$ cat config.mk
export PLATFORM = sky130hd
export DESIGN_NAME = divSqrtFsm
export DESIGN_NICKNAME = d
export VERILOG_FILES = /design/src/verilog/divSqrtPkg.sv /design/src/verilog/divSqrtFsm.sv
export SDC_FILE = /design/constraint.sdc
export NUM_CORES = 1
export LEC_CHECK = 0
export BUFFER_PORTS_ARGS = -buffer_cell sky130_fd_sc_hd__buf_2
export CAP_MARGIN = 5
export CORE_AREA = 3 3 40 42
export CTS_CLUSTER_SIZE = 25
export DETAILED_ROUTE_END_ITERATION = 12
export DIE_AREA = 0 0 43 45
export GPL_ROUTABILITY_DRIVEN = 0
export SYNTH_ARGS = -nofsm -noshare
export SYNTH_HDL_FRONTEND = slang
export SYNTH_SLANG_ARGS = --single-unit
$ cat constraint.sdc
create_clock -name clk -period 1.45 [get_ports clk]
set_input_delay 0.145 -clock clk [delete_from_list [all_inputs] [get_ports clk]]
set_output_delay 0.145 -clock clk [all_outputs]
set_load 0.02 [all_outputs]
$ cat src/verilog/divSqrtPkg.sv
`default_nettype none

package divSqrtPkg;

  //////////////////////////////////////////////////////////////////////
  // Widths
  //////////////////////////////////////////////////////////////////////

  // Integer operand width
  localparam int XLEN = 32;

  // Fraction bits of the two supported formats
  localparam int H_NF = 10;
  localparam int S_NF = 23;

  // Format select, one bit with only half and single left
  typedef logic [0:0] fmt_t;
  localparam fmt_t FMT_H = 1'b0;
  localparam fmt_t FMT_S = 1'b1;

  // Operand / result word
  typedef logic [XLEN-1:0] xword_t;

  // Count of result bits, 0 to 32
  typedef logic [5:0] resultBits_t;

  // Iteration cycle count
  typedef logic [5:0] cycles_t;

  //////////////////////////////////////////////////////////////////////
  // Operation and result bundles
  //////////////////////////////////////////////////////////////////////

  // Significands right-aligned, hidden one included
  typedef struct packed {
    fmt_t   fmt;
    logic   sqrt;
    logic   intDiv;
    xword_t a;      // dividend or radicand
    xword_t b;      // divisor
  } divOp_t;

  typedef struct packed {
    xword_t quotient;   // quotient or root
    xword_t remainder;
    logic   sticky;     // remainder nonzero
  } divResult_t;

  // Sequencer states
  typedef enum logic [1:0] {
    IDLE,
    BUSY,
    DONE
  } seqState_t;

endpackage

`default_nettype wire
$ cat src/verilog/divSqrtFsm.sv
`default_nettype none

module divSqrtFsm import divSqrtPkg::*; (
  input  logic    clk,
  input  logic    rst,
  input  logic    start,
  input  cycles_t cycles,
  output logic    load,
  output logic    step,
  output logic    busy,
  output logic    done
);

  seqState_t state;
  // Iteration cycles still to run
  cycles_t   count;

  //////////////////////////////////////////////////////////////////////
  // Sequencer
  //////////////////////////////////////////////////////////////////////

  // Count reaches zero after the last step
  // One more busy cycle, then DONE
  always_ff @(posedge clk) begin
    if (rst) begin
      state <= IDLE;
      count <= '0;
    end else begin
      case (state)
        IDLE: begin
          if (start) begin
            state <= BUSY;
            count <= cycles;
          end
        end
        BUSY: begin
          if (count == '0) begin
            state <= DONE;
          end else begin
            count <= count - 6'd1;
          end
        end
        DONE: begin
          state <= IDLE;
        end
        default: begin
          state <= IDLE;
        end
      endcase
    end
  end

  // Start only counts while idle
  assign load = (state == IDLE) && start;
  assign step = (state == BUSY) && (count != '0);

  assign busy = (state == BUSY);
  assign done = (state == DONE);

  //////////////////////////////////////////////////////////////////////
  // Checks
  //////////////////////////////////////////////////////////////////////

  assert property (@(posedge clk) disable iff (rst) !(busy && done))
    else $error("divSqrtFsm: busy and done together");

  // Single-cycle done pulse
  assert property (@(posedge clk) disable iff (rst) done |=> !done)
    else $error("divSqrtFsm: done held past one cycle");

endmodule

`default_nettype wire

* Word-level counts from Yosys, hierarchy flattened *
Index checks and enable logic that the tools add are counted.

word-level totals
  bits in registers = 8
  input port bits = 9
  output and inout port bits = 4
  word-level logic and storage cells = 22

operators by class
  add/sub/neg operators = 1
  eq/ne operators = 5
  mux-type cells = 6
  reduce and logical (&&, ||, !) cells = 8

operators with widths
  operator             count
  $mux 6               2
  $pmux 6 s2           1
  $logic_not 6->1      1
  $reduce_bool 6->1    1
  $sub 6x1->6 const B  1
  $mux 2               2
  $ne 2x2->1 const B   2
  $pmux 2 s2           1
  $reduce_and 3->1     1
  $eq 2x1->1 const B   1
  $eq 2x2->1 const B   1
  $logic_and 1x1->1    2
  $logic_not 2->1      1
  $ne 2x1->1 const B   1
  $reduce_and 2->1     1
  $reduce_bool 2->1    1

* Depth between registers and ports, before layout *
  depth in word-level cells = 3
  depth in mapped cells = 6

* Worst setup path before layout *
OpenSTA, ideal clock, no wires.

  path kind = flip-flop to flip-flop
  from = register count[0]
  to = register count[1]
  arrival time = 1,445 ps
  required time = 1,321 ps
  path slack = -124 ps
  stages on the path, launching flop included = 7
  buffers on the path = 0
  cell sequence = dfxtp_1 inv_1 ha_1 nor2b_1 a311o_2 a211oi_1 a211oi_1

between the ends
  longest elaborated chain between the ends = 3
  elaborated cells between the ends (all ways) = 6
  those cells by class = add/sub: 1; eq/ne: 1; mux: 2; reduce/logical: 2

ends and longest elaborated chain
  item                                                   line                                text
  start, declared                                        divSqrtFsm.sv:16                    cycles_t count;
  start signal, assigned                                 divSqrtFsm.sv:33                    count <= cycles;
  start signal, assigned                                 divSqrtFsm.sv:40                    count <= count - 6'd1;
  $sub 6x1->6 / $logic_not 6->1 (equally long branches)  divSqrtFsm.sv:40, divSqrtFsm.sv:37
  $mux 6 / $ne 2x2->1 (equally long branches)            --
  $pmux 6 s2 / $reduce_and 3->1 (equally long branches)  --

Parallel ways exist; a longest one is shown, timed or not. The select of a mux whose other input is x is not followed.
A chain may end at the register's enable or synchronous reset.

* Worst setup path in the final report *
  from = register count[1]
  to = output port step

between the ends
  longest elaborated chain between the ends = 2

ends and longest elaborated chain
  item               line              text
  $reduce_bool 6->1  divSqrtFsm.sv:55  assign step = (state == BUSY) && (count != '0);
  $logic_and 1x1->1  divSqrtFsm.sv:55
  end, declared      divSqrtFsm.sv:9   output logic step,

No other way between the ends.

==> qor.yml <==
outcome:
  status: "finished with violations"
  violations: "negative setup slack"
drt:
  via_per_inst: 5.40
  finalWirelength_mm: 1.32
  vias: 535
  drt_drc_violations_left: 0
  first_iter_violations: 14
  drtAntennaViolNets: 0
  wl_per_cell_um: 13.3
  drt_first_pass_iters: 4
critical_path:
  arrival_ns: 1.33
  critPathLaunchType: "flop"
  crit_slowest_cell: "dfxtp_2"
  cp_top_family: "flip-flops"
  cpPeakStageDelay_ns: 0.34
  r2r_slack_ns: -0.02
  criticalPathCategory: "reg2out"
  worstPathCellList: "inv_1 -> ha_4 -> nor2b_4 -> buf_6 -> a21oi_4 -> buf_6"
  worstPathRequired_ns: 1.31
  path_buf_inv: 3
  crit_fanout: 3
  crit_top_cell: "buf_6"
  cp-end-kind: "output port"
sta:
  setup_viol: 4
  fin_crit_sh_pct: 102
  worst_slack_ns: -0.0241
  relSlewSlack_pct: 80.5
  hold_viol_final: 0
  holdWs_ns: 0.165
  rsz0062_at_grt: "true"
  finClkSkew_ns: 0.00399
  slew_violations: 0
  finalSetupTns_ns: -0.0675
  tightest_slew_ns: 0.293
  fmax_ghz: 0.678
  min_period_ns: 1.47
clock_tree:
  htreeDepth: 1
  clockBufferDepth: 2
  clk_pin_slew_worst_paths_ns: 0.06
  cts_sinks: 8
  ctsRootBufferMaster: "clkbuf_4"
  cts_tree: "yes"
  cts_made_buffers: 3
  clk_latency_ns: 0.25
synth:
  syn_inst: 61
  seq_area_frac_synth_pct: 33.3
  synth_compound_area_share_pct: 28.9
  synth_edf_count: 0
  yosysUniqueCellTypes: 26
  synth_top_family_by_area: "compound AO/OA/AOI/OAI gates"
  avgSynthCellArea_sq_um: 7.88
  synth_flop_cell: "dfxtp_1"
  synth_top_area_cell: "dfxtp_1"
  ys_warn_count: 0
  syn-num-nets: 72
  async_flop_share_pct: 0
  ys_ff_latch: 8
  synthAdderAreaFrac_pct: 5.21
  synth.most_common_cell: "dfxtp_1"
  synth-simple-area-share_pct: 26.0
  syn_area_sq_um: 480
  synth_commonest_cells: "8 x dfxtp_1, 7 x a21oi_1, 7 x nor2_1, 7 x o21ai_0"
  synth-xor-area-share_pct: 0
  synthTopCellsByArea: "dfxtp_1 33%, a21oi_1 7.3%, o21ai_0 7.3%, nor2_1 5.5%, ha_1 5.2%"
  synth_top_area_share_pct: 33.3
  synthMuxAreaShare_pct: 0
global_route:
  grt_pass1_vias: 475
  grt_max_degree: 13
  antenna_found_initial: 0
  grt_util_all_layers_pct: 13.1
  grt_first_pass_wirelength_mm: 1.91
  overflow: 0
place:
  dp_slack_ns: -0.0874
  placedInstanceArea_sq_um: 622
  numPortBuffers: 12
  dpl.hpwl_um: 859
layout:
  drive_gt1_share_pct: 47.6
  multi_input_area_sq_um: 349
  regArea_sq_um: 163
  nFillCells: 107
  finish.net_count: 97
  syn2layout_area_growth_pct: 49.2
  finish.instance_area_sq_um: 717
  n_antenna_cell: 0
floorplan:
  rows: 13
  core_area_sq_um: 1280
  pin_count: 13
  die_area_sq_um: 1940
  die_w_um: 43
  initial_core_util_pct: 37.4
  die_y_um: 45
pwr:
  p_leak_nw: 0.305
  ir_worst_vdd_uv: 657
  power_density_nw_per_um2: 1410
job:
  maxCapViolations: 0
hold_path:
  hp-class: "in2reg"
## layer usage
metal	GRT usage, %	vias to the layer above	share of wire (%)
li1	-	267	-
met1	15.4	251	48
met2	22.2	15	46
met3	2.79	2	4.5
met4	7.23	0	0.68
met5	0	-	0
## per-stage QoR
step / cells / util (%) / power [mW]
final: 99 / 55.8 / 1.01
after global routing: 99 / 55.8 / 1.08
after CTS: 98 / 52.2 / 0.940
after detailed placement: 95 / 48.4 / 0.717
after global placement: 95 / 48.4 / 0.721
after floorplan: 61 / - / 0.551
## placed cells by master, fill, tap and decap left out, types with 3 or more instances in the layout
| master | n |
|---|---|
| a21oi_1 | 6 |
| buf_4 | 10 |
| buf_2 | 11 |
| nor2_1 | 7 |
| clkbuf_4 | 3 |
| and2_1 | 3 |
| dfxtp_1 | 6 |
| o21ai_1 | 5 |
## what timing repair did
action                                  in CTS  in global routing
pin swaps                                    1                  2
gates resized for setup                     11                 10
hold buffers                                 0                  0
setup buffers                                0                  1
cloned                                       0                  0
endpoints found under the setup margin       7                  8
## cell type report
| class | count | share of cell area, % |
|---|---|---|
| timing repair buffer | 23 | 21.3 |
| sequential | 8 | 22.7 |
| clock buffer | 3 | 3.14 |
| tap | 15 | 2.62 |
| inverter | 3 | 1.57 |
| multi-input combinational | 47 | 48.7 |
## sequential cells by signal (all words and copies together), names as in the netlist
| name | flops |
|---|---|
| state | 2 |
| count | 6 |
## logic make-up after synthesis
family	after synthesis
buf+inv	6
fa+ha+maj	2
simple gates	23
flops	8
compound gates	22
## worst reg2reg max path, delay by kind of cell, from the launching register on
family          cells  cell delay (ns)
compound gates      3             0.71
fa+ha+maj           1             0.15
buf+inv             1             0.08
flops               1             0.34
simple gates        1             0.13
## power breakdown
group / total [mW] / internal, mW / switching (mW)
Sequential: 0.312 / 0.260 / 0.0518
Combinational: 0.530 / 0.270 / 0.261
Clock: 0.172 / 0.0948 / 0.0768
## path summary, 6_finish.rpt
check,to,from,cells past startpoint
max,step,count[1]$_SDFFE_PP0P_,6
min,count[4]$_SDFFE_PP0P_,rst,2
max reg2reg,count[4]$_SDFFE_PP0P_,count[1]$_SDFFE_PP0P_,6
min reg2reg,count[4]$_SDFFE_PP0P_,count[4]$_SDFFE_PP0P_,2
(Power assumes the default switching activity.)
