**config.mk**
```make
export PLATFORM = sky130hd
export DESIGN_NAME = intPreShift
export DESIGN_NICKNAME = d
export VERILOG_FILES = /design/src/verilog/divSqrtPkg.sv /design/src/verilog/intPreShift.sv
export SDC_FILE = /design/constraint.sdc
export NUM_CORES = 1
export LEC_CHECK = 0
export ABC_AREA = 1
export ABC_CLOCK_PERIOD_IN_PS = 4600
export BUFFER_PORTS_ARGS = -buffer_cell sky130_fd_sc_hd__buf_2
export CORE_ASPECT_RATIO = 1.75
export CORE_UTILIZATION = 40
export DETAILED_ROUTE_END_ITERATION = 7
export PLACE_DENSITY = 0.83
export SETUP_SLACK_MARGIN = 0.3
export SLEW_MARGIN = 10
export SYNTH_ARGS = -nofsm -noshare
export SYNTH_HDL_FRONTEND = slang
export SYNTH_SLANG_ARGS = --single-unit
```
**constraint.sdc**
```tcl
create_clock -name vclk -period 4.6
set_clock_uncertainty 0.1 [all_clocks]
set_input_delay 0.23 -clock vclk [all_inputs]
set_output_delay 0.23 -clock vclk [all_outputs]
set_load 0.01 [all_outputs]
```
**src/verilog/divSqrtPkg.sv**
```systemverilog
`default_nettype none

package divSqrtPkg;

  //////////////////////////////////////////////////////////////////////
  // Widths
  //////////////////////////////////////////////////////////////////////

  // Integer operand width
  localparam int XLEN = 32;

  // Fraction bits of the two supported formats
  localparam int H_NF = 10;
  localparam int S_NF = 23;

  // Format select, one bit with only half and single left
  typedef logic [0:0] fmt_t;
  localparam fmt_t FMT_H = 1'b0;
  localparam fmt_t FMT_S = 1'b1;

  // Operand / result word
  typedef logic [XLEN-1:0] xword_t;

  // Count of result bits, 0 to 32
  typedef logic [5:0] resultBits_t;

  // Iteration cycle count
  typedef logic [5:0] cycles_t;

  //////////////////////////////////////////////////////////////////////
  // Operation and result bundles
  //////////////////////////////////////////////////////////////////////

  // Significands right-aligned, hidden one included
  typedef struct packed {
    fmt_t   fmt;
    logic   sqrt;
    logic   intDiv;
    xword_t a;      // dividend or radicand
    xword_t b;      // divisor
  } divOp_t;

  typedef struct packed {
    xword_t quotient;   // quotient or root
    xword_t remainder;
    logic   sticky;     // remainder nonzero
  } divResult_t;

  // Sequencer states
  typedef enum logic [1:0] {
    IDLE,
    BUSY,
    DONE
  } seqState_t;

endpackage

`default_nettype wire
```
**src/verilog/intPreShift.sv**
```systemverilog
`default_nettype none

module intPreShift import divSqrtPkg::*; (
  input  xword_t      a,
  input  xword_t      b,
  output resultBits_t intResultBits,
  output logic        divByZero
);

  // Leading-zero counts of both operands
  resultBits_t lzA;
  resultBits_t lzB;
  // Signed quotient length before clamping
  logic signed [7:0] span;

  //////////////////////////////////////////////////////////////////////
  // Priority leading-zero counter
  //////////////////////////////////////////////////////////////////////

  // Scans upward, so the highest set bit wins
  // All-zero input gives XLEN
  function automatic resultBits_t lzc(input xword_t x);
    resultBits_t n;
    n = resultBits_t'(XLEN);
    for (int i = 0; i < XLEN; i++) begin
      if (x[i]) begin
        n = resultBits_t'(XLEN - 1 - i);
      end
    end
    return n;
  endfunction

  assign lzA = lzc(a);
  assign lzB = lzc(b);

  assign divByZero = (b == '0);

  //////////////////////////////////////////////////////////////////////
  // Quotient length
  //////////////////////////////////////////////////////////////////////

  // Quotient fits in lzB - lzA + 1 bits
  assign span = $signed({2'b00, lzB}) - $signed({2'b00, lzA}) + 8'sd1;

  always_comb begin
    if (divByZero) begin
      // Single pass, quotient is forced later
      intResultBits = 6'd1;
    end else if (span < 8'sd1) begin
      // Dividend below divisor still takes one bit
      intResultBits = 6'd1;
    end else begin
      intResultBits = resultBits_t'(span);
    end
  end

endmodule

`default_nettype wire

```
-- Word-level counts from Yosys, hierarchy flattened
Index checks and enable logic that the tools add are counted.
- output and inout port bits: 7
- bits of input ports: 64
- flip-flop bits (word level): 0
- logic and storage cells: 70
- add/sub/neg operators: 2
- multiplexer cells: 66
- reduce and logical (&&, ||, !) cells: 1
- order comparisons: 1
- operators with widths (kind ; number):
    $mux W6 ; 66
    $logic_not A32 Y1 ; 1
    $add A7 B2 Y8 const B ; 1
    $lt A8 B2 Y1 const B ; 1
    $sub A6 B6 Y7 ; 1

-- Depth between registers and ports, before layout
Gate-level depths: netlist (run 1).
- depth after elaboration: 37
- mapped depth: 42
- gate-level depth less buffers: 42

-- Worst setup path before layout (run 1)
No wires, ideal clock.
- path type: input to output
- from: in b[0]
- to: out intResultBits[1]
- buffers on the path: 0
- cell stages on the path: 40
- required time: 4.270 ns
- data arrival time: 3.444 ns
- path slack: 0.826 ns
- cells stage by stage: inv_1 -> o21ai_2 -> nand2_1 -> nand2_1 -> nand2_1 -> nand2_1 -> nand2_1 -> nand2_1 -> nand2_1 -> nand2_1 -> nand2_1 -> nand2_1 -> nand2_1 -> nand2_1 -> nand2_1 -> nand2_1 -> nand2_1 -> nand2_1 -> (+4 left out) -> nand2_1 -> nand2_1 -> nand2_1 -> nand2_1 -> nand2_1 -> nand2_1 -> nand2_1 -> nand2_1 -> nand2_1 -> ha_1 -> fa_1 -> xnor2_1 -> nand2_1 -> nor4_2 -> xnor2_1 -> nand4_1 -> nand3_1 -> nor2_1
- cells in the longest elaborated chain, start to end: 37
- elaborated cells on any way between the ends: 38
- those cells by class: add/sub (2); order compare (1); mux (34); reduce/logical (1)
- RTL lines (item ; line ; RTL):
    from (decl) ; intPreShift.sv:5 ; input xword_t b,
    $mux W6 (32 in a row) ; intPreShift.sv:26 ; if (x[i]) begin
    $sub A6 B6 Y7 ; intPreShift.sv:43 ; assign span = $signed({2'b00, lzB}) - $signed({2'b00, lzA}) + 8'sd1;
    $add A7 B2 Y8 ; intPreShift.sv:43 ;
    $lt A8 B2 Y1 ; intPreShift.sv:49 ; end else if (span < 8'sd1) begin
    $mux W6 ; intPreShift.sv:49 ;
    $mux W6 * ; intPreShift.sv:46 ; if (divByZero) begin
    to (decl) ; intPreShift.sv:6 ; output resultBits_t intResultBits,
Every way passes the cells marked *; elsewhere a longest branch is shown, timed or not.

-- Worst setup path after layout (run 1)
- from: in a[1]
- to: out intResultBits[1]
- cells in the longest elaborated chain, start to end: 36
- RTL lines (item ; line ; RTL):
    from (decl) ; intPreShift.sv:4 ; input xword_t a,
    $mux W6 * (31 in a row) ; intPreShift.sv:26 ;
    $sub A6 B6 Y7 * ; intPreShift.sv:43 ;
    $add A7 B2 Y8 * ; intPreShift.sv:43 ;
    $lt A8 B2 Y1 ; intPreShift.sv:49 ;
    $mux W6 * ; intPreShift.sv:49 ;
    $mux W6 * ; intPreShift.sv:46 ;
Marks and branches as above.

==> results.ini, run 1 <==
[timing]
finalWorstSetupSlack_ns=0.5236
period_share_pct=88.62
setup_violations=0
rsz0062_at_grt=yes
slew_headroom_pct=67.66
tightestPinTransition_ns=0.4816
period_needed_ns=4.076
drv_slew=0
fmax_ghz=0.2453
hold_violations=0
setup_tns_ns=0

[placed_design]
gp_congestion=0.7984
io_buffers=71
hpwl_um=2790
place_ws_ns=0.2903

[floorplanning]
die_x_um=44.22
coreArea_um2=2928
start_util_pct=42.61
dieArea_um2=3355
io_pins=71
die_y_um=75.88
placementRows=26

[yosys]
netlist_instances=267
syn_avg_cell_area_um2=4.672
netlist_area_um2=1247
synth-warning-count=0
yosys.cell_types.count=28
syn_nets=339
ys_seq_area_share_pct=0

[global_routing]
grt_pass1_vias=1369
grt_usage_pct=17.16
antenna_found_initial=0
grt.overflow.total=0
grt_pass1_wl_um=4685
grt_max_degree=6

[pwr]
leakagePower_nw=1.130
vdd_drop_max_mv=0.08564
power_density_nw_per_um2=97.19

[critical_path]
worstPathRequired_ns=4.27
crit_slowest_cell=fa_2
crit_arrival_ns=3.75
path_class=input port to output pin
cp_max_fo=5
crit_path_frequent_cell=nand2_1
startpoint_type=input port
slowest_delay_ns=0.44
setup.worst_path.end_class=output pin

[detailed_routing]
wire_per_inst_um=8.530
initialDrtViolationCount=26
wl_um=3122
ant_nets=0
drtPass1Iterations=8
remaining_drc_errors=4
vias_per_cell=4.694
num_vias=1718

[cells_and_area]
clkbuf_count=0
multi_input_area_um2=1022
design.seq.count=0
seq_area_um2=0
layout-drive-gt1-share_pct=25.74
area_delta_synth_final_pct=37.71
n_fill_cell=311
nNetsFinal=412
antennaDiodeCount=0

[run_status]
violations=DRC
status=complete, but fails checks

[flow_run]
maxCapViolations=0

[hold_path]
holdPathStages=7
hold_path_class=input port to output pin

==> cell type report <==
| cell class | instances | share of cell area (%) |
|---|---|---|
| tap | 28 | 2.039 |
| multi-input combinational | 189 | 59.50 |
| timing repair buffer | 71 | 21.41 |
| inverter | 78 | 17.04 |
==> critical path, delay by kind of cell <==
kind | cells | cell delay, ns
AND/OR/NAND/NOR | 35 | 2.07
AO/OA/AOI/OAI | 1 | 0.13
buffers and inverters | 4 | 0.38
adder cells (fa/ha/maj) | 3 | 0.79
XOR/XNOR | 1 | 0.16
==> Yosys cell counts <==
cell type	n	area, µm²
a311oi_1	1	8.760
nor3_1	5	25.02
ha_1	7	87.58
o311ai_0	1	8.760
o211ai_1	1	7.510
o21ai_1	2	10.01
inv_1	78	292.8
o21ai_2	1	8.760
nand3_1	11	55.05
nand2_1	88	330.3
a221oi_1	1	8.760
o21bai_1	2	15.01
xor2_1	3	26.28
fa_1	1	20.02
a21boi_0	1	7.510
o31ai_1	1	7.510
nor4_1	5	31.28
o21ai_0	4	20.02
or2_2	1	6.260
a31oi_1	2	12.51
xnor2_1	6	52.55
a21o_1	2	15.01
a21oi_1	6	30.03
a21oi_2	1	8.760
nand4_1	2	12.51
and3_1	1	6.260
nor2_1	32	120.1
nor4_2	1	12.51
==> cells in the final DEF, fill, tap and decap left out <==
cell      instances
nor2_1           29
o211ai_1          1
inv_1            76
ha_4              1
or2_2             1
ha_1              5
nor4_1            5
fa_2              1
o311ai_0          1
o21ai_1           2
buf_6             2
a221oi_1          1
a21oi_1           6
a31oi_1           2
o21ai_2           1
nor2_2            3
buf_2            69
xor2_1            3
a21o_1            2
and3_1            1
ha_2              1
nand2_1          87
a311oi_1          1
o21bai_1          2
nand4_1           2
inv_2             2
nand3_2           1
a21oi_2           1
xnor2_2           1
xnor2_1           4
xnor2_4           1
nand3_1          10
nor3_1            5
nand2_2           1
o21ai_0           4
o31ai_1           1
a21boi_0          1
nor4_4            1
==> path summary, 6_finish.rpt <==
kind	start	endpoint	slack, ns
setup / recovery	a[1]	intResultBits[1]	0.52
hold / removal	b[29]	divByZero	0.97
==> per-layer routing <==
metal	GRT usage [%]	share of wire, %	up-vias
li1	-	-	948
met1	15.56	35	728
met2	39.05	59	36
met3	0.4739	3.6	6
met4	3.030	1.6	0
met5	0	0	-
==> where the power goes <==
group	switching [W]	internal, W	total (W)
Clock	0	0	0
Sequential	0	0	0
Combinational	0.0000916	0.0000753	0.000167
==> cell families (layout without fill, tap and decap cells) <==
logic type,after synthesis,after routing,share of synthesized area (%)
compound gates,26,26,13.54
xor+xnor,9,9,6.319
fa+ha+maj,8,8,8.626
buf+inv,78,149,23.47
simple gates,146,146,48.04
==> through the flow <==
| stage | std cells | hold slack, ns | power, W | util (%) | cell area (µm²) |
|---|---|---|---|---|---|
| finish | 366 | 0.9660 | 0.0001670 | 58.68 | 1718 |
| global route | 366 | 1.023 | 0.0001882 | 58.68 | 1718 |
| CTS | 366 | 0.9462 | 0.0001513 | 56.20 | 1645 |
| detailed placement | 366 | 0.9463 | 0.0001494 | 55.94 | 1638 |
| global placement | 366 | 0.9367 | 0.0001450 | 55.94 | 1638 |
| floorplan | 267 | 0.6872 | 0.00009120 | - | 1247 |
==> repair_timing <==
action | 4_1_cts | 5_1_grt
hold buffers | 0 | 0
pin swaps | 0 | 5
buffers inserted | 0 | 0
endpoints found under the setup margin | 5 | 6
gates resized for setup | 1 | 16
Note: power is estimated with default switching activity, not from simulation.
==> inputs of run 2 (changes only) <==
--- a/config.mk
+++ b/config.mk
@@ -11,9 +11,9 @@
 export CORE_ASPECT_RATIO = 1.75
 export CORE_UTILIZATION = 40
 export DETAILED_ROUTE_END_ITERATION = 7
-export PLACE_DENSITY = 0.83
+export PLACE_DENSITY = 0.72
 export SETUP_SLACK_MARGIN = 0.3
-export SLEW_MARGIN = 10
+export SLEW_MARGIN = 40
 export SYNTH_ARGS = -nofsm -noshare
 export SYNTH_HDL_FRONTEND = slang
 export SYNTH_SLANG_ARGS = --single-unit
==> results.ini, run 2 (synthesis results as in run 1) <==
[cells_and_area]
antennaDiodeCount=0
area_delta_synth_final_pct=43.53
layout-drive-gt1-share_pct=27.86
nNetsFinal=415
clkbuf_count=0
layout_commonest_cell=nand2_1
seq_area_um2=0
layout_common_cells=nand2_1 (85), inv_1 (74), buf_2 (66), nor2_1 (31), nand3_1 (9)
design.seq.count=0
n_fill_cell=317
instances_no_fill=369
fin_area_um2=1790

[hold_path]
hold_path_class=input port to output pin
min_from=b[29]
holdPathStages=7
min_to=divByZero

[placed_design]
placed_cell_area_um2=1638
gp_congestion=0.7758
hpwl_um=2675
io_buffers=71
numPlacedInstances=366
place_ws_ns=0.3511

[timing]
hold_violations=0
whs_ns=0.9672
finalWorstSetupSlack_ns=0.4989
setup_violations=0
tightestPinTransition_ns=0.4389
setup_tns_ns=0
period_share_pct=89.15
drv_slew=0
period_needed_ns=4.101
slew_headroom_pct=70.64
rsz0062_at_grt=yes
fmax_ghz=0.2438

[floorplanning]
placementRows=26
io_pins=71
die_x_um=44.22
dieArea_um2=3355
coreArea_um2=2928
die_y_um=75.88
start_util_pct=42.61

[critical_path]
crit_arrival_ns=3.77
slowest_delay_ns=0.45
startpoint_type=input port
path_class=input port to output pin
worstPathRequired_ns=4.27
crit_buf_inv=2
critPathTopFamily=simple AND/OR/NAND/NOR gates
crit_path_frequent_cell=nand2_1
cp_max_fo=5
setup.worst_path.end_class=output pin
crit_slowest_cell=fa_2

[detailed_routing]
num_vias=1720
wire_per_inst_um=8.358
wl_um=3084
vias_per_cell=4.661
ant_nets=0
initialDrtViolationCount=38
remaining_drc_errors=6
drtPass1Iterations=8

[run_status]
status=complete, but fails checks
violations=DRC

[global_routing]
grt_max_degree=6
grt_pass1_vias=1403
grt_usage_pct=17.05
antenna_found_initial=0
grt.overflow.total=0
grt_pass1_wl_um=4754

[flow_run]
maxCapViolations=0

[pwr]
vdd_drop_max_mv=0.07527
leakagePower_nw=1.163
power_density_nw_per_um2=99.61

[clock_network]
ctsHoldBuffers=0

run 2: cell count changes in the layout (fill, tap and decap cells not counted), moves of 2 or more:
cell	change
buf_2	-3
buf_4	+3
buf_6	+2
inv_1	-2
inv_2	+2
nand2_1	-2
nor2_1	+2
nor2_2	-2
run 2: worst max path at each step:
stage          start               end  slack (ns)  cells past startpoint
2_1_floorplan   b[0]  intResultBits[1]        0.83                     40
3_3_place_gp    b[1]  intResultBits[5]        0.43                     41
3_5_place_dp    b[1]  intResultBits[4]        0.35                     41
4_1_cts         b[1]  intResultBits[4]        0.34                     41
5_1_grt         a[1]  intResultBits[5]         0.1                     42
6_report        a[0]  intResultBits[4]        0.50                     41
run 2: timing repair:
action,CTS,global route
resized for setup,0,29
hold endpoints to repair,0,0
setup endpoints to repair,0,6
setup buffers,0,3
run 2: power by group:
group,total [W],internal [W],switching (W)
clock network,0,0,0
registers,0,0,0
logic,0.000178,0.0000836,0.0000947
total,0.000178,0.0000836,0.0000947
run 2: layer usage:
| metal | vias to the layer above | track usage [%] | part of all wire, % |
|---|---|---|---|
| met5 | - | 0 | 0 |
| met4 | 0 | 2.357 | 0.62 |
| met3 | 2 | 0 | 2.6 |
| met2 | 29 | 37.91 | 60 |
| met1 | 738 | 16.78 | 36 |
| li1 | 951 | - | - |
run 2: cell type report:
class | instances | area (µm²) | share of cell area [%]
Tap cell | 28 | 35.03 | 1.957
Multi-Input combinational cell | 189 | 1050 | 58.63
Inverter | 78 | 292.8 | 16.35
Timing Repair Buffer | 74 | 412.9 | 23.06
run 2: stage by stage:
| step | total power [W] | utilization (%) |
|---|---|---|
| CTS | 0.0001488 | 55.94 |
| global route | 0.0002014 | 61.15 |
| global placement | 0.0001465 | 55.94 |
| floorplan | 0.00009120 | - |
| finish | 0.0001783 | 61.15 |
| detailed placement | 0.0001478 | 55.94 |
run 2: worst min-delay path, delay by kind of cell:
family | cells | cell delay, ns
and+or+nand+nor | 3 | 0.28
buffers and inverters | 4 | 0.34
