--- src/verilog/divSqrtPkg.sv ---
`default_nettype none

package divSqrtPkg;

  //////////////////////////////////////////////////////////////////////
  // Widths
  //////////////////////////////////////////////////////////////////////

  // Integer operand width
  localparam int XLEN = 32;

  // Fraction bits of the two supported formats
  localparam int H_NF = 10;
  localparam int S_NF = 23;

  // Format select, one bit with only half and single left
  typedef logic [0:0] fmt_t;
  localparam fmt_t FMT_H = 1'b0;
  localparam fmt_t FMT_S = 1'b1;

  // Operand / result word
  typedef logic [XLEN-1:0] xword_t;

  // Count of result bits, 0 to 32
  typedef logic [5:0] resultBits_t;

  // Iteration cycle count
  typedef logic [5:0] cycles_t;

  //////////////////////////////////////////////////////////////////////
  // Operation and result bundles
  //////////////////////////////////////////////////////////////////////

  // Significands right-aligned, hidden one included
  typedef struct packed {
    fmt_t   fmt;
    logic   sqrt;
    logic   intDiv;
    xword_t a;      // dividend or radicand
    xword_t b;      // divisor
  } divOp_t;

  typedef struct packed {
    xword_t quotient;   // quotient or root
    xword_t remainder;
    logic   sticky;     // remainder nonzero
  } divResult_t;

  // Sequencer states
  typedef enum logic [1:0] {
    IDLE,
    BUSY,
    DONE
  } seqState_t;

endpackage

`default_nettype wire
--- src/verilog/divSqrtIter.sv ---
`default_nettype none

module divSqrtIter import divSqrtPkg::*; #(
  parameter int DIVCOPIES = 2
) (
  input  logic        clk,
  input  logic        rst,
  input  logic        load,
  input  logic        step,
  input  divOp_t      op,
  input  resultBits_t nSteps,
  input  logic        divByZero,
  output divResult_t  res
);

  // Partial remainder width, two spare bits above XLEN
  localparam int REMW = XLEN + 2;
  // Width of the feed register for dividend or radicand bits
  localparam int FEEDW = 2 * XLEN;

  // Datapath registers
  logic [REMW-1:0]  remR;
  xword_t           qR;
  xword_t           divR;
  logic [FEEDW-1:0] feedR;

  // Mode and status flags
  logic loaded;
  logic sqrtR;
  logic firstR;
  logic dbzR;

  // Radicand placement in the feed register
  logic [5:0] radShift;

  // Stage chain, index 0 is the register side
  logic [REMW-1:0]  remS  [DIVCOPIES+1];
  xword_t           qS    [DIVCOPIES+1];
  logic [FEEDW-1:0] feedS [DIVCOPIES+1];

  //////////////////////////////////////////////////////////////////////
  // Radicand alignment
  //////////////////////////////////////////////////////////////////////

  // Shift of 2n - Nf - 1 rounded down to even, left-aligned at 2n bits
  // The n terms cancel, only the parity of Nf + 1 is left
  assign radShift = (op.fmt == FMT_S) ? 6'(FEEDW - S_NF - 1) : 6'(FEEDW - H_NF - 2);

  //////////////////////////////////////////////////////////////////////
  // Restoring stages
  //////////////////////////////////////////////////////////////////////

  assign remS[0]  = remR;
  assign qS[0]    = qR;
  assign feedS[0] = feedR;

  for (genvar k = 0; k < DIVCOPIES; k++) begin : genStage
    logic [REMW-1:0] shifted;
    logic [REMW-1:0] trial;
    logic            skip;
    logic            geq;

    // First FP divide step compares X against Y directly
    assign skip = (k == 0) && firstR;

    always_comb begin
      if (sqrtR) begin
        // Two radicand bits per root bit
        shifted = {remS[k][REMW-3:0], feedS[k][FEEDW-1 -: 2]};
        trial   = {qS[k], 2'b01};
      end else begin
        if (skip) begin
          shifted = remS[k];
        end else begin
          shifted = {remS[k][REMW-2:0], feedS[k][FEEDW-1]};
        end
        trial = {2'b00, divR};
      end
    end

    assign geq = (shifted >= trial);

    // Restore by keeping the unsubtracted value
    assign remS[k+1]  = geq ? shifted - trial : shifted;
    assign qS[k+1]    = {qS[k][XLEN-2:0], geq};
    assign feedS[k+1] = sqrtR ? feedS[k] << 2 : feedS[k] << 1;
  end

  //////////////////////////////////////////////////////////////////////
  // Datapath registers
  //////////////////////////////////////////////////////////////////////

  always_ff @(posedge clk) begin
    if (load) begin
      divR <= op.b;
      qR   <= '0;
      if (op.sqrt) begin
        remR  <= '0;
        feedR <= {{XLEN{1'b0}}, op.a} << radShift;
      end else if (op.intDiv) begin
        // Bits above the last nSteps start in the remainder
        remR  <= {2'b00, op.a >> nSteps};
        feedR <= {op.a << (6'(XLEN) - nSteps), {XLEN{1'b0}}};
      end else begin
        // Significand division brings in zeros only
        remR  <= {2'b00, op.a};
        feedR <= '0;
      end
    end else if (step) begin
      remR  <= remS[DIVCOPIES];
      qR    <= qS[DIVCOPIES];
      feedR <= feedS[DIVCOPIES];
    end
  end

  // Mode flags
  always_ff @(posedge clk) begin
    if (rst) begin
      loaded <= 1'b0;
      sqrtR  <= 1'b0;
      firstR <= 1'b0;
      dbzR   <= 1'b0;
    end else if (load) begin
      loaded <= 1'b1;
      sqrtR  <= op.sqrt;
      firstR <= !op.sqrt && !op.intDiv;
      dbzR   <= op.intDiv && divByZero;
    end else if (step) begin
      firstR <= 1'b0;
    end
  end

  // Zero divisor leaves a in the remainder on its own
  always_comb begin
    res.quotient  = dbzR ? '1 : qR;
    res.remainder = remR[XLEN-1:0];
    res.sticky    = |remR;
  end

  // Sequencer must load before it steps
  assert property (@(posedge clk) disable iff (rst) step |-> loaded)
    else $error("divSqrtIter: step before any load");

endmodule

`default_nettype wire

--- config.mk ---
export PLATFORM = sky130hd
export DESIGN_NAME = divSqrtIter
export DESIGN_NICKNAME = d
export VERILOG_FILES = /design/src/verilog/divSqrtPkg.sv /design/src/verilog/divSqrtIter.sv
export SDC_FILE = /design/constraint.sdc
export NUM_CORES = 1
export LEC_CHECK = 0
export BUFFER_PORTS_ARGS = -buffer_cell sky130_fd_sc_hd__buf_4
export CAP_MARGIN = 40
export CORE_MARGIN = 4
export CORE_UTILIZATION = 41
export DETAILED_ROUTE_END_ITERATION = 6
export MAX_ROUTING_LAYER = met4
export PLACE_DENSITY_LB_ADDON = 0.3
export SETUP_SLACK_MARGIN = 0.02
export SYNTH_ARGS = -nofsm -noshare
export SYNTH_HDL_FRONTEND = slang
export SYNTH_SLANG_ARGS = --single-unit
--- constraint.sdc ---
create_clock -name clk -period 6.6 [get_ports clk]
set_clock_uncertainty 0.05 [all_clocks]
set_input_delay 0.66 -clock clk [delete_from_list [all_inputs] [get_ports clk]]
set_output_delay 0.66 -clock clk [all_outputs]
set_load 0.01 [all_outputs]
* After elaboration in Yosys (flattened, before gate mapping)
Index checks and enable logic that the tools add are counted.
** Word-level totals
- Register bits :: 165
- Output and inout port bits :: 65
** Operators by class
- Add/subtract/negate cells :: 3
- $lt $le $gt $ge :: 2
- Shifts and indexed selects :: 3
- Multiplexer cells :: 21
- Reduce and logical (&&, ||, !) cells :: 6
** Operator list (number)
- 2-to-1 mux 64 bit :: 6
- 2-to-1 mux 34 bit :: 8
- 2-to-1 mux 32 bit :: 3
- greater-or-equal comparator 34 bit :: 2
- << shifter 32 x 6 -> 64 bit :: 1
- OR reduction 34 bit :: 1
- subtractor 34 bit :: 1
- 2-to-1 mux 33 bit :: 1
- subtractor 33 bit :: 1
- << shifter 32 x 6 -> 32 bit :: 1
- right shift 32 x 6 -> 32 bit :: 1
- subtractor 6 bit, first input constant :: 1
- 2-to-1 mux 5 bit :: 1
- logical AND 1 bit :: 2
- zero test 1 bit :: 2
- 2-to-1 mux 1 bit :: 2
- nonzero test 2 bit :: 1

* Depth between registers and ports, before layout
- Word-level depth :: 9
- Mapped depth :: 32
- Mapped depth without buffers :: 25

* Worst setup path after synthesis
OpenSTA, ideal clock, no wires.
- Path type :: reg2reg
- Start point :: reg sqrtR
- End point :: reg remR[20] (data pin)
- Data arrival time :: 6404 ps
- Required time :: 6279 ps
- Slack :: -124 ps
- Cell stages (with the launch flop) :: 29
- Buffers on the path :: 9
- Period minus slack after synthesis :: 6724 ps
- Path through :: dfxtp_1 > clkbuf_1 > clkbuf_1 > buf_2 > buf_1 > buf_1 > buf_1 > a21oi_1 > ha_1 > a21oi_2 > o211ai_4 > a221oi_4 > nand4_1 > a21oi_2 > buf_6 > mux2i_1 > mux2_2 > fa_1 > a21o_1 > a221oi_1 > a21boi_1 > a21o_1 > a31oi_1 > and2_1 > buf_2 > nor2_2 > buf_2 > a222oi_1 > o31ai_1
** On the way
- Cells in the longest elaborated chain, start to end :: 8
- Elaborated cells between the ends (all ways) :: 13
** Ends and longest elaborated chain
- start: declaration :: line divSqrtIter.sv:29 : logic sqrtR;
- start signal: assignment :: line divSqrtIter.sv:125 : sqrtR <= op.sqrt;
- 2-to-1 mux 34 bit :: line divSqrtIter.sv:67 : if (sqrtR) begin
- subtractor 33 bit or greater-or-equal comparator 34 bit (tied branches) :: line divSqrtIter.sv:84, divSqrtIter.sv:81
- 2-to-1 mux 33 bit :: line divSqrtIter.sv:84 : assign remS[k+1] = geq ? shifted - trial : shifted;
- 2-to-1 mux 34 bit :: line divSqrtIter.sv:67
- subtractor 34 bit or greater-or-equal comparator 34 bit (tied branches) :: line divSqrtIter.sv:84, divSqrtIter.sv:81
- 2-to-1 mux 34 bit (*) :: line divSqrtIter.sv:84
- 2-to-1 mux 34 bit (*) :: line divSqrtIter.sv:109 : end else if (step) begin
- 2-to-1 mux 34 bit (*) :: line divSqrtIter.sv:94 : if (load) begin
- end signal: assignment :: line divSqrtIter.sv:102 : remR <= {2'b00, op.a >> nSteps};
- end signal: assignment :: line divSqrtIter.sv:106 : remR <= {2'b00, op.a};
- end signal: assignment :: line divSqrtIter.sv:110 : remR <= remS[DIVCOPIES];
- end: declaration :: line divSqrtIter.sv:22 : logic [REMW-1:0] remR;
Mark *: on every way between the ends. The rest lies on a longest branch, timed or not. The select of a mux whose other input is x is not followed.
A chain may end at the register's enable or synchronous reset.

* Worst setup path after layout
- Start point :: reg sqrtR
- End point :: reg remR[30] (data pin)
Same word-level chain as after synthesis.

==> metrics.md <==
| Metric | Value |
|---|---|
| Static leakage | `7.268 nW` |
| Layout Area Growth over Synthesis | `15.16%` |
| Setup violations, final | `0` |
| Routed vias | `approximately 15000` |
| Layout cell share with drive strength beyond 1 | `between 20% and 30%` |
| Final min period | `6344 ps` |
| Max_cap viols | `0` |
| Final instance area | `17810 µm²` |
| Synth Area in Simple Gates | `17.80%` |
| Peak supply drop | `0.3275 mV` |
| # nets final | `approximately 2100` |
| Maximum buffer depth of the clock tree | `2` |
| Crit path launch type | `flop` |
| Detailed Place HPWL | `44640 µm` |
| Fin Hold WS | `roughly 340 ps` |
| Bufs and invs on worst path | `4` |
| Root Buffer | `clkbuf_16` |
| Vias/cell | `6.260` |
| Layout Cells excl Fill | `2463` |
| Net switching power figure | `4.908 mW` |
| Starting Density | `41.94%` |
| First-pass GRT wire length | `88770 µm` |
| Antenna violations before repair | `0` |
| Die Ht | `about 200 µm` |
| Antenna cells | `0` |
| Total CTS buffers | `17` |
| Fmax | `157.6 MHz` |
| Sw Share | `50.13%` |
| Fin. Hold Viols | `0` |
| Sequential fraction of the synthesis area | `between 20% and 30%` |
| Routed met3 length | `approximately 5100 µm` |
| Util after Layout | `roughly half` |
| Unique masters post-synth | `89` |
| Routed Antenna Nets | `0` |
| GP Congestion | `roughly 1.0` |
| Slew @ Worst Pin | `885.3 ps` |
| Area of the mapped netlist | `about 15000 µm²` |
| Clock power share | `approximately 10%` |
| Setup crit end kind | `flop` |
| WL/cell | `about 24 µm` |
| Status | `complete, no violations` |
| Clock-pin slew on the worst setup and hold paths | `roughly 80 ps` |
| Mean cell area of the mapped netlist | `8.287 µm²` |
| DRT Pass-1 Iters | `5` |
| Asr flop ratio synth | `0%` |
| RSZ-0062 raised after global routing | `false` |
| Die ar. | `between 40000 and 50000 µm²` |
| CTS HTree Levels | `4` |
| Total track usage | `around 28%` |
| Main combinational cell family by area after synthesis | `compound AO/OA/AOI/OAI gates` |
| Compound-Gate Fraction of Synth Area | `23.64%` |
| CTS tree | `yes` |
| # hold bufs at CTS | `0` |
| Setup TNS | `0 ps` |
| Rel. slew slack | `40.44%` |
| Worst path required time | `between 6000 and 7000 ps` |
| Port Buffer Count | `142` |
| Area leader, netlist | `edfxtp_1` |
| Xor/xnor share of the synthesized area | `3.398%` |
| Top cells by count, synth | `nand2_1, a21oi_1, mux2i_1` |
| Primary FF master, synth | `edfxtp_1` |
| Worst R2R Setup Slack | `between 200 and 300 ps` |
| Core Region | `36870 µm²` |
| Mapped Cells | `1866` |
| YS warnings | `0` |
| Post-synth top area share | `19.03%` |
| Count leader, synth | `nand2_1` |
| CTS sink cnt | `133` |
| Adder-Cell Fraction of Synth Area | `5.842%` |
| Crit-path leading delay family | `compound AO/OA/AOI/OAI gates` |
| WL met1 | `26580 µm` |
| Critical path's largest stage delay | `440 ps` |
| Row count | `70` |
| Placed inst area | `approximately 17000 µm²` |
| Internal power | `4.883 mW` |
| Synth top area cells | `edfxtp_1, mux2i_1, mux4_2, a21oi_1, nand2_1` |
| Synth Register Bits | `133` |
| Crit share post-route | `96.12%` |
| Power density over cell area | `549.8 nW/µm²` |
| Skew-Pair Late Insertion Delay | `440 ps` |
| Top Metal Used | `met4` |
| Max Slew Vio Count | `0` |
| Arrival time worst endpoint | `around 6500 ps` |
| Largest net degree at the start of global routing | `65` |
| Boundary Pins | `between 100 and 150` |
| Mux cell area share after synthesis | `19.62%` |
| Met2 wire len | `25360 µm` |
| Die Wd | `202.2 µm` |
| Comb power frac | `about 75%` |
| Number of global-route vias before repair | `14690` |
| CP Max Fanout | `43` |
| Sequential Power Share | `around 15%` |
| CP Class | `flop to flop` |
| DR iter-0 viols | `1913` |
| Syn nets | `roughly 2000` |
| Placed cell count | `2425` |
| Critical-path cell list | `buf_12 > buf_12 > nor2b_1 > a21oi_1 > ha_1 > a21oi_1 > a21boi_1 > nand4_1 > a21oi_2 > buf_4 > mux2_2 > mux2_2 > ha_1 > a21o_1 > a221oi_4 > a21boi_1 > a21o_1 > buf_4 > a21oi_4 > o22ai_1 > a311oi_1 > xnor2_1 > a221o_1` |
| Hold Crit Class | `primary input to flop` |
| Final wirelength | `58620 µm` |
| Post-synth EDFFs | `98` |
| Critical Path Slowest Stage Cell | `dfxtp_4` |
| Drt drc | `0` |
| Grt ovf | `0` |
-- routing by layer --
metal / vias up / global-route usage, %
met2: 771 / 41.23
met4: 0 / 7.978
met5: - / -
li1: 7105 / -
met3: 87 / 4.428
met1: 7455 / 41.22
-- placed cells by master (no fill, tap or decap), types with 14 or more instances in the layout --
master     Yosys  routed
nor2_1       120     118
inv_1         35      34
o21ai_1       11      14
edfxtp_1      98      98
ha_1          69      61
xnor2_1       41      40
o22ai_1       17      17
and3_1        14      14
nor2b_1       50      50
nand4_1       16      16
o21a_1        16      16
or2_2         37      37
a21oi_1      191     190
o21ai_0      127     124
mux4_2        50      50
mux2_2        20      20
xor2_1        19      18
a31oi_1       14      14
nor3_1        20      19
a211oi_1      32      32
mux2i_1      167     167
clkbuf_16      0      18
nand2_1      248     248
a21o_1        25      25
dfxtp_1       35      33
nand3_1       37      37
buf_4         33     216
-- power by group through the flow --
stage                     clock (mW)  combinational [mW]  sequential, mW
after floorplan                    0                5.06            1.31
after global placement             0                6.96            1.45
after detailed placement           0                7.00            1.45
after CTS                       1.00                7.06            1.44
after global routing            1.04                7.94            1.46
final                          0.993                7.35            1.45
-- timing repair --
action | CTS | global route
resized for setup | 1 | 21
pin swaps | 0 | 7
setup endpoints to repair | 1 | 23
setup buffers | 0 | 6
-- worst reg2reg max path, delay by kind of cell, from the launching register on --
kind                     cells  cell delay (ps)
buffers and inverters        4              770
XOR/XNOR                     1              120
AO/OA/AOI/OAI               12             3030
AND/OR/NAND/NOR              2              290
flip-flops                   1              440
adder cells (fa/ha/maj)      2              770
multiplexers                 2              610
-- registers in the layout, summed over array words and instances (netlist names) --
name / count
dbzR: 1
divR: 32
sqrtR: 1
remR: 34
firstR: 1
feedR: 32
qR: 32
-- cells by family after synthesis --
group,count (synthesis)
XOR/XNOR,60
buffers and inverters,203
AO/OA/AOI/OAI,569
flip-flops,133
multiplexers,238
adder cells (fa/ha/maj),71
AND/OR/NAND/NOR,592
-- area by class of cell --
cell class / count / area [µm²]
flip-flops and latches: 133 / 3649
clock buffers: 19 / 454.2
multi-input cells: 1530 / 10970
well taps: 504 / 630.6
fillers: 3561 / 19060
clock inverters: 13 / 136.4
inverters: 38 / 143.9
repair buffers: 226 / 1821
-- through the flow --
step | setup slack (ps) | power [mW]
final | 255.9 | 9.791
after global routing | 21.31 | 10.44
after CTS | 92.56 | 9.501
after detailed placement | -6.390 | 8.453
after global placement | 262.3 | 8.417
after floorplan | 43.92 | 6.363
-- path summary, 6_finish.rpt --
path                                  to    from  cells after the start
worst min register to register     qR[0]   qR[0]                      2
worst max register to register  remR[30]   sqrtR                     23
worst min-delay path            divR[26]  op[26]                      1
worst max-delay path            remR[30]   sqrtR                     23
(Power assumes the default switching activity.)
